## config.mk

```make
export PLATFORM = sky130hd
export DESIGN_NAME = soc_io_top
export DESIGN_NICKNAME = d
export VERILOG_FILES = /design/src/hw/iomem_pkg.sv /design/src/hw/iomem_if.sv /design/src/hw/por_stretch.sv /design/src/hw/iomem_decoder.sv /design/src/hw/gpio_led.sv /design/src/hw/soc_io_top.sv
export VERILOG_INCLUDE_DIRS = /design/src /design/src/hw
export SDC_FILE = /design/constraint.sdc
export NUM_CORES = 1
export LEC_CHECK = 0
export ABC_AREA = 1
export ABC_CLOCK_PERIOD_IN_PS = 6500
export BUFFER_PORTS_ARGS = -buffer_cell sky130_fd_sc_hd__buf_2
export CORE_ASPECT_RATIO = 1.25
export CORE_UTILIZATION = 59
export CTS_BUF_LIST = sky130_fd_sc_hd__clkbuf_4 sky130_fd_sc_hd__clkbuf_8
export CTS_CLUSTER_SIZE = 24
export DETAILED_ROUTE_END_ITERATION = 10
export PLACE_DENSITY_LB_ADDON = 0.3
export RECOVER_POWER = 50
export SKIP_CTS_REPAIR_TIMING = 1
export SYNTH_ARGS = -nofsm -noshare
export SYNTH_HDL_FRONTEND = slang
export SYNTH_SLANG_ARGS = --single-unit
```

## constraint.sdc

```tcl
create_clock -name clk -period 6.5 [get_ports clk]
set_clock_uncertainty 0.2 [all_clocks]
set_input_delay 1.3 -clock clk [delete_from_list [all_inputs] [get_ports clk]]
set_output_delay 1.3 -clock clk [all_outputs]
set_load 0.005 [all_outputs]
```

## src/hw/iomem_cfg.svh

```systemverilog
`ifndef IOMEM_CFG_SVH
`define IOMEM_CFG_SVH

// Bus geometry of the I/O memory port
`define IOMEM_AW 32  // Address width in bits
`define IOMEM_DW 32  // Data width in bits, four byte lanes

// Top address byte that selects the GPIO register
`define GPIO_REGION 8'h02

`define LED_W         8   // Number of board LEDs
`define LED_SHIFT_MAX 10  // Upper bound of the LED shift amount
`define LED_SHIFT_W   5   // Width of the shift amount counter

// Internal reset stays low this many cycles after the external one releases
`define RESET_STRETCH 16

`endif

```

## src/hw/iomem_pkg.sv

```systemverilog
package iomem_pkg;

	// Decoded view of an I/O address
	typedef struct packed {
		logic [7:0]  region;  // Selects the peripheral
		logic [23:0] offset;  // Address inside the selected peripheral
	} iomem_addr_fields_t;

	// The same address word seen raw or split into region and offset
	typedef union packed {
		logic [31:0]        raw;     // Word as it arrives from the bus
		iomem_addr_fields_t fields;  // Region and offset split
	} iomem_addr_u;

endpackage

```

## src/hw/iomem_if.sv

```systemverilog
`timescale 1ns/100ps
`include "iomem_cfg.svh"

// Valid/ready I/O bus
// A request holds until a single-cycle ready answers it
interface iomem_if;
	logic                    valid;  // Request pending, payload stable
	logic                    ready;  // One-cycle answer from the slave
	logic [`IOMEM_DW/8-1:0]  wstrb;  // Byte lane write enables, zero for a read
	logic [`IOMEM_AW-1:0]    addr;   // Byte address of the access
	logic [`IOMEM_DW-1:0]    wdata;  // Write data, lanes picked by wstrb
	logic [`IOMEM_DW-1:0]    rdata;  // Value from before the access

	modport host (
		output valid,
		output wstrb,
		output addr,
		output wdata,
		input  ready,
		input  rdata
	);

	modport periph (
		input  valid,
		input  wstrb,
		input  addr,
		input  wdata,
		output ready,
		output rdata
	);
endinterface

```

## src/hw/por_stretch.sv

```systemverilog
`timescale 1ns/100ps
`include "iomem_cfg.svh"

// Holds the core in reset for a fixed stretch after the board reset lets go
module por_stretch (
	input  logic clk,
	input  logic resetn,
	output logic core_resetn
);
	localparam int CNT_W = $clog2(`RESET_STRETCH + 1);  // Must hold the final count itself

	logic [CNT_W-1:0] stretch_cnt;   // Cycles seen with resetn high
	logic             stretch_done;  // Counter has saturated

	assign stretch_done = (stretch_cnt == CNT_W'(`RESET_STRETCH));  // Saturation point
	assign core_resetn  = stretch_done;  // Core leaves reset only once the count is full

	always_ff @(posedge clk) begin
		if (!resetn) begin
			stretch_cnt <= '0;  // Every low sample restarts the stretch
		end else if (!stretch_done) begin
			stretch_cnt <= stretch_cnt + CNT_W'(1);  // Count up and stop at the limit
		end
	end

	// A glitch on the board reset must always reach the core
	ext_reset_reaches_core: assert property (@(posedge clk) !resetn |=> !core_resetn)
		else $error("por_stretch: core_resetn high after resetn was sampled low");
endmodule

```

## src/hw/iomem_decoder.sv

```systemverilog
`timescale 1ns/100ps
`include "iomem_cfg.svh"

// Splits the I/O bus by the top address byte
// Unmapped regions get a zero answer so the CPU never stalls on them
module iomem_decoder (
	input  logic    clk,
	input  logic    core_resetn,
	iomem_if.periph host,
	iomem_if.host   gpio
);
	iomem_pkg::iomem_addr_u host_addr;  // Host address in both views

	logic gpio_sel;     // Address falls in the GPIO region
	logic unmap_ready;  // Answer of the local responder for unmapped regions

	always_comb begin
		host_addr.raw = host.addr;  // Load the raw word and read it back split
	end

	assign gpio_sel = (host_addr.fields.region == `GPIO_REGION);

	// Routing toward the GPIO block is purely combinational
	// A request that follows an unmapped answer waits one cycle so that ready
	// never shows up on the host side two cycles in a row
	assign gpio.valid = host.valid && gpio_sel && !unmap_ready;
	assign gpio.wstrb = host.wstrb;                                 // Strobes pass unchanged
	assign gpio.addr  = `IOMEM_AW'(host_addr.fields.offset);        // Region byte stripped
	assign gpio.wdata = host.wdata;

	// Local responder for every region without a peripheral
	// It stores nothing, a write there is simply dropped
	always_ff @(posedge clk) begin
		if (!core_resetn) begin
			unmap_ready <= 1'b0;
		end else begin
			unmap_ready <= host.valid && !gpio_sel && !host.ready;  // Skip while any ready is up
		end
	end

	// Only one slave answers at a time so the OR is a clean merge
	assign host.ready = gpio.ready | unmap_ready;
	assign host.rdata = gpio.ready ? gpio.rdata : '0;  // Unmapped reads return zero

	// The GPIO block and the local responder must never answer together
	single_responder: assert property (@(posedge clk) disable iff (!core_resetn)
		!(gpio.ready && unmap_ready))
		else $error("iomem_decoder: GPIO and unmapped responder answered together");

	// Each answer toward the host is a single-cycle pulse
	host_ready_pulse: assert property (@(posedge clk) disable iff (!core_resetn)
		host.ready |=> !host.ready)
		else $error("iomem_decoder: host ready high two cycles in a row");
endmodule

```

## src/hw/gpio_led.sv

```systemverilog
`timescale 1ns/100ps
`include "iomem_cfg.svh"

// 32-bit GPIO register with byte strobes
// The LEDs show its low bits shifted right by a self-advancing amount
module gpio_led (
	input  logic              clk,
	input  logic              core_resetn,
	iomem_if.periph           bus,
	output logic [`LED_W-1:0] leds
);
	localparam int LANES = `IOMEM_DW / 8;  // Byte lanes in one data word

	logic [`IOMEM_DW-1:0]    gpio_reg;   // The register itself
	logic [`IOMEM_DW-1:0]    gpio_shr;   // Register after the LED shift
	logic [`LED_SHIFT_W-1:0] shift_amt;  // Current right shift of the LED view
	logic                    serve;      // A new request is taken this cycle
	logic                    all_lit;    // Every LED is on

	// The register mirrors across its whole region since the offset is not decoded
	assign serve = bus.valid && !bus.ready;  // Own ready blocks a second service

	assign gpio_shr = gpio_reg >> shift_amt;
	assign leds     = gpio_shr[`LED_W-1:0];
	assign all_lit  = &leds;

	// Control state and the register, both cleared by the core reset
	always_ff @(posedge clk) begin
		if (!core_resetn) begin
			bus.ready <= 1'b0;
			gpio_reg  <= '0;
			shift_amt <= '0;
		end else begin
			bus.ready <= serve;  // Answer exactly one cycle after the request
			if (serve) begin
				for (int lane = 0; lane < LANES; lane++) begin
					if (bus.wstrb[lane]) begin
						gpio_reg[8*lane +: 8] <= bus.wdata[8*lane +: 8];  // Only strobed lanes change
					end
				end
			end
			// Shift keeps moving while the lights are all on, up to the limit
			if (all_lit && shift_amt < `LED_SHIFT_W'(`LED_SHIFT_MAX)) begin
				shift_amt <= shift_amt + `LED_SHIFT_W'(1);
			end
		end
	end

	// Captures the register for the answer of the request being served
	always_ff @(posedge clk) begin
		if (serve) begin
			bus.rdata <= gpio_reg;  // Value from before this access lands with ready
		end
	end

	// Amount saturates at the limit even with the register changing under it
	shift_limit: assert property (@(posedge clk) disable iff (!core_resetn)
		shift_amt <= `LED_SHIFT_W'(`LED_SHIFT_MAX))
		else $error("gpio_led: shift amount %0d beyond limit", shift_amt);

	// A held request is answered once and only once
	gpio_ready_pulse: assert property (@(posedge clk) disable iff (!core_resetn)
		bus.ready |=> !bus.ready)
		else $error("gpio_led: ready high two cycles in a row");
endmodule

```

## src/hw/soc_io_top.sv

```systemverilog
`timescale 1ns/100ps
`include "iomem_cfg.svh"

// I/O corner of the board top
// The CPU side enters on plain ports and fans out through the decoder
module soc_io_top (
	input  logic                   clk,
	input  logic                   resetn,
	input  logic                   iomem_valid,
	input  logic [`IOMEM_DW/8-1:0] iomem_wstrb,
	input  logic [`IOMEM_AW-1:0]   iomem_addr,
	input  logic [`IOMEM_DW-1:0]   iomem_wdata,
	output logic                   iomem_ready,
	output logic [`IOMEM_DW-1:0]   iomem_rdata,
	output logic [`LED_W-1:0]      leds
);
	logic core_resetn;  // Stretched reset for all bus logic

	iomem_if bus_host ();  // CPU side of the decoder
	iomem_if bus_gpio ();  // Decoder to the GPIO register

	// Plain ports onto the host bus
	assign bus_host.valid = iomem_valid;
	assign bus_host.wstrb = iomem_wstrb;
	assign bus_host.addr  = iomem_addr;
	assign bus_host.wdata = iomem_wdata;
	assign iomem_ready    = bus_host.ready;
	assign iomem_rdata    = bus_host.rdata;

	por_stretch u_por_stretch (
		.clk         (clk),
		.resetn      (resetn),
		.core_resetn (core_resetn)
	);

	iomem_decoder u_iomem_decoder (
		.clk         (clk),
		.core_resetn (core_resetn),
		.host        (bus_host.periph),
		.gpio        (bus_gpio.host)
	);

	gpio_led u_gpio_led (
		.clk         (clk),
		.core_resetn (core_resetn),
		.bus         (bus_gpio.periph),
		.leds        (leds)
	);
endmodule

```

==> out/qor.yml <==
power:
  fin_total_pwr_uw: 875
  power.share.clock: 0.411
  power.internal_uw: 697
  share_comb_of_total_power: 0.022
  seqPwrFrac: 0.567
  power.switching_uw: 178
  peakVddDrop_mv: 0.176
  leakagePower_nw: 2.36
  power-per-cell-area_nw_per_um2: 179
  switching_share: 0.203
critical_path:
  worst_setup_path_startpoint: "iomem_addr[29]"
  critical_path.max_fanout: 36
  timing.rr.start: "u_gpio_led.bus.ready$_SDFF_PP0_"
  critPathRequiredTime_ns: 6.51
  ff2ff_setup_slack_ns: 2.14
  worst_r2r_dst: "u_gpio_led.gpio_reg[6]$_SDFFE_PP0P_"
  timing.critical_path.from_type: "input pin"
  reg2reg_depth: 7
  kind_of_capture_point_of_the_worst_setup_path: "register"
  worst-setup-path-type: "in2reg"
  crit_end: "u_gpio_led.gpio_reg[6]$_SDFFE_PP0P_"
  critPathArrivalTime_ns: 4.71
cts:
  cts.path.max_buffers: 2
  cts-buffers-inserted: 9
  clk_pin_slew_worst_paths_ns: 0.08
  worst_skew_pair.late_latency_ns: 0.34
  cts_tree: "done"
  clock_sinks: 76
  clock_tree_root_buffer_cell: "sky130_fd_sc_hd__clkbuf_8"
  cts-htree-levels: 3
status:
  violations: "capacitance limit, slew limit"
  status: "complete, but fails checks"
sta:
  final_period_minus_worst_setup_slack_ns: 4.71
  max_slew.worst_pin.slew_ns: 2.17
  finalHoldViolCount: 0
  fin_tns_setup_ns: 0
  layout_worst_path_cycle_share: 0.724
  headroom_to_the_max_slew_limit: -0.458
  rsz_0062_raised_after_global_routing: "false"
  endpoints_failing_setup: 0
  maxClockFrequency_ghz: 0.212
  slew_violations: 60
grt:
  grt_remaining_overflow: 0
  antenna_found_initial: 0
  grt_first_pass_wirelength_um: 17700
  grt_usage: 0.290
  largest_net_degree_at_the_start_of_global_routing: 37
  first_global_vias: 3949
yosys:
  synth.cells.most_frequent: "203 x sky130_fd_sc_hd__nand2_1, 88 x sky130_fd_sc_hd__nand3_1, 86 x sky130_fd_sc_hd__inv_1"
  yosysMostFrequentCell: "sky130_fd_sc_hd__nand2_1"
  yosys_most_used_dff: "sky130_fd_sc_hd__dfxtp_1"
  postSynth.asyncResetShare: 0
  syn_area_um2: 4300
  post_synth_main_area_contributors: "sky130_fd_sc_hd__edfxtp_1 22%, sky130_fd_sc_hd__dfxtp_1 20%, sky130_fd_sc_hd__nand2_1 18%, sky130_fd_sc_hd__nand3_1 10%, sky130_fd_sc_hd__inv_1 7.5%"
  postSynthRegisterBits: 76
  post_synth.cell_area_avg_um2: 6.77
  seq_area_frac_synth: 0.428
  synth_top_area_cell: "sky130_fd_sc_hd__edfxtp_1"
  netlist_instances: 635
  synth_cell_types: 27
  yosysWarningCount: 0
  synth-edff-count: 32
  mappedNetlistNets: 709
  synth_top_cell_area_share: 0.223
detailed_routing:
  routed_wire_length_per_instance_um: 13.0
  drt_pass1_iterations: 5
  detailroute.via_count: 4243
  totalWireLength_um: 10400
  via_per_inst: 5.28
  drc: 0
  initialDrtViolationCount: 279
  ant_nets: 0
cells_and_area:
  antennaDiodeCount: 0
  area.growth.synth_to_final_pct: 13.5
  drive_gt1_frac: 0.158
  nNetsFinal: 782
flow_run:
  max_cap_violations: 2
floorplan:
  pin_count: 112
  initial_utilization: 0.613
  fp.dieArea_um2: 7640
  die_outline_width_um: 78.4
  core_box_area_um2: 7020
  fp-row-count: 34
  die_h_um: 97.5
placement:
  routability_driven_placement_congestion_ratio: 0.912
  dp.final_hpwl_um: 7300
  place.port_buffers: 87
min_path:
  hold_path.class: "reg2reg"
-- cell type report --
cell class / count / area, um2
Clock buffer: 11 / 145
Clock inverter: 5 / 52.6
Fill cell: 631 / 2140
Inverter: 88 / 330
Multi-Input combinational cell: 442 / 1940
Sequential cell: 76 / 1840
Tap cell: 90 / 113
Timing Repair Buffer: 91 / 457
-- placed cells by master (no fill, tap or decap) --
master                       instances
sky130_fd_sc_hd__nand2_1           203
sky130_fd_sc_hd__nand3_1            88
sky130_fd_sc_hd__inv_1              86
sky130_fd_sc_hd__buf_2              86
sky130_fd_sc_hd__nor2_1             58
sky130_fd_sc_hd__dfxtp_1            44
sky130_fd_sc_hd__o21ai_0            36
sky130_fd_sc_hd__a21oi_1            32
sky130_fd_sc_hd__edfxtp_1           32
sky130_fd_sc_hd__clkbuf_8           10
sky130_fd_sc_hd__o21ai_1             4
sky130_fd_sc_hd__nand2_2             4
sky130_fd_sc_hd__ha_1                3
sky130_fd_sc_hd__clkinv_2            3
sky130_fd_sc_hd__clkbuf_1            3
sky130_fd_sc_hd__inv_2               2
sky130_fd_sc_hd__xnor2_1             2
sky130_fd_sc_hd__nor3_1              2
sky130_fd_sc_hd__nor4_1              2
sky130_fd_sc_hd__buf_4               2
sky130_fd_sc_hd__nor2_2              1
sky130_fd_sc_hd__nand3b_1            1
sky130_fd_sc_hd__or4_1               1
sky130_fd_sc_hd__or2_1               1
sky130_fd_sc_hd__nor3b_1             1
sky130_fd_sc_hd__nor2_4              1
sky130_fd_sc_hd__or2_2               1
sky130_fd_sc_hd__and3_1              1
sky130_fd_sc_hd__bufinv_16           1
sky130_fd_sc_hd__clkinvlp_4          1
sky130_fd_sc_hd__clkbuf_4            1
-- power by group through the flow --
stage                     Clock, mW  Combinational, mW  Sequential (mW)
after CTS                     0.363             0.0203            0.496
after global routing          0.382             0.0215            0.496
after detailed placement          0             0.0201            0.507
after floorplan                   0            0.00561            0.507
final                         0.359             0.0193            0.496
after global placement            0             0.0189            0.507
-- layer usage --
layer / vias up / track usage / routed length, um
met4: 0 / 0.111 / 210
li1: 2154 / - / -
met2: 149 / 0.499 / 5160
met1: 1921 / 0.368 / 4600
met3: 19 / 0.0338 / 483
met5: - / 0 / 0
-- kinds of logic after synthesis --
group	after synthesis	synth area share
DFF	76	0.428
xor gates and xnor gates	2	0.00407
AOI/OAI and AO/OA	72	0.0838
and+or+nand+nor	365	0.358
buffers and inverters	117	0.117
adders and majority gates	3	0.00873
-- worst max-delay path, stage by stage --
cell	delay [ns]
sky130_fd_sc_hd__buf_2	0.09
sky130_fd_sc_hd__or4_1	0.56
sky130_fd_sc_hd__nor3b_1	0.21
sky130_fd_sc_hd__clkbuf_1	1.54
sky130_fd_sc_hd__nand2_2	0.52
sky130_fd_sc_hd__o21ai_0	0.39
sky130_fd_sc_hd__a21oi_1	0.09
-- worst min-delay path by stage --
stage | start | end | slack [ns] | depth (start not counted)
6_report | u_gpio_led.gpio_reg[2]$_SDFFE_PP0P_ | u_gpio_led.bus.rdata[2]$_DFFE_PP_ | 0.22 | 0
5_1_grt | u_gpio_led.gpio_reg[2]$_SDFFE_PP0P_ | u_gpio_led.bus.rdata[2]$_DFFE_PP_ | 0.23 | 0
4_1_cts | u_gpio_led.gpio_reg[2]$_SDFFE_PP0P_ | u_gpio_led.bus.rdata[2]$_DFFE_PP_ | 0.23 | 0
3_5_place_dp | u_gpio_led.gpio_reg[1]$_SDFFE_PP0P_ | u_gpio_led.bus.rdata[1]$_DFFE_PP_ | 0.21 | 0
3_3_place_gp | u_gpio_led.gpio_reg[2]$_SDFFE_PP0P_ | u_gpio_led.bus.rdata[2]$_DFFE_PP_ | 0.21 | 0
2_1_floorplan | u_gpio_led.gpio_reg[0]$_SDFFE_PP0P_ | u_gpio_led.bus.rdata[0]$_DFFE_PP_ | 0.21 | 0
-- through the flow --
stage	utilization	hold WS, ns	cells	area [um2]	setup WS [ns]
after floorplan	-	0.208	635	4300	2.72
after global placement	0.671	0.214	787	4710	2.93
after detailed placement	0.671	0.214	787	4710	2.88
after CTS	0.699	0.226	803	4910	2.50
after global routing	0.695	0.232	803	4880	1.48
final	0.695	0.223	803	4880	1.79
(Power assumes the default switching activity.)
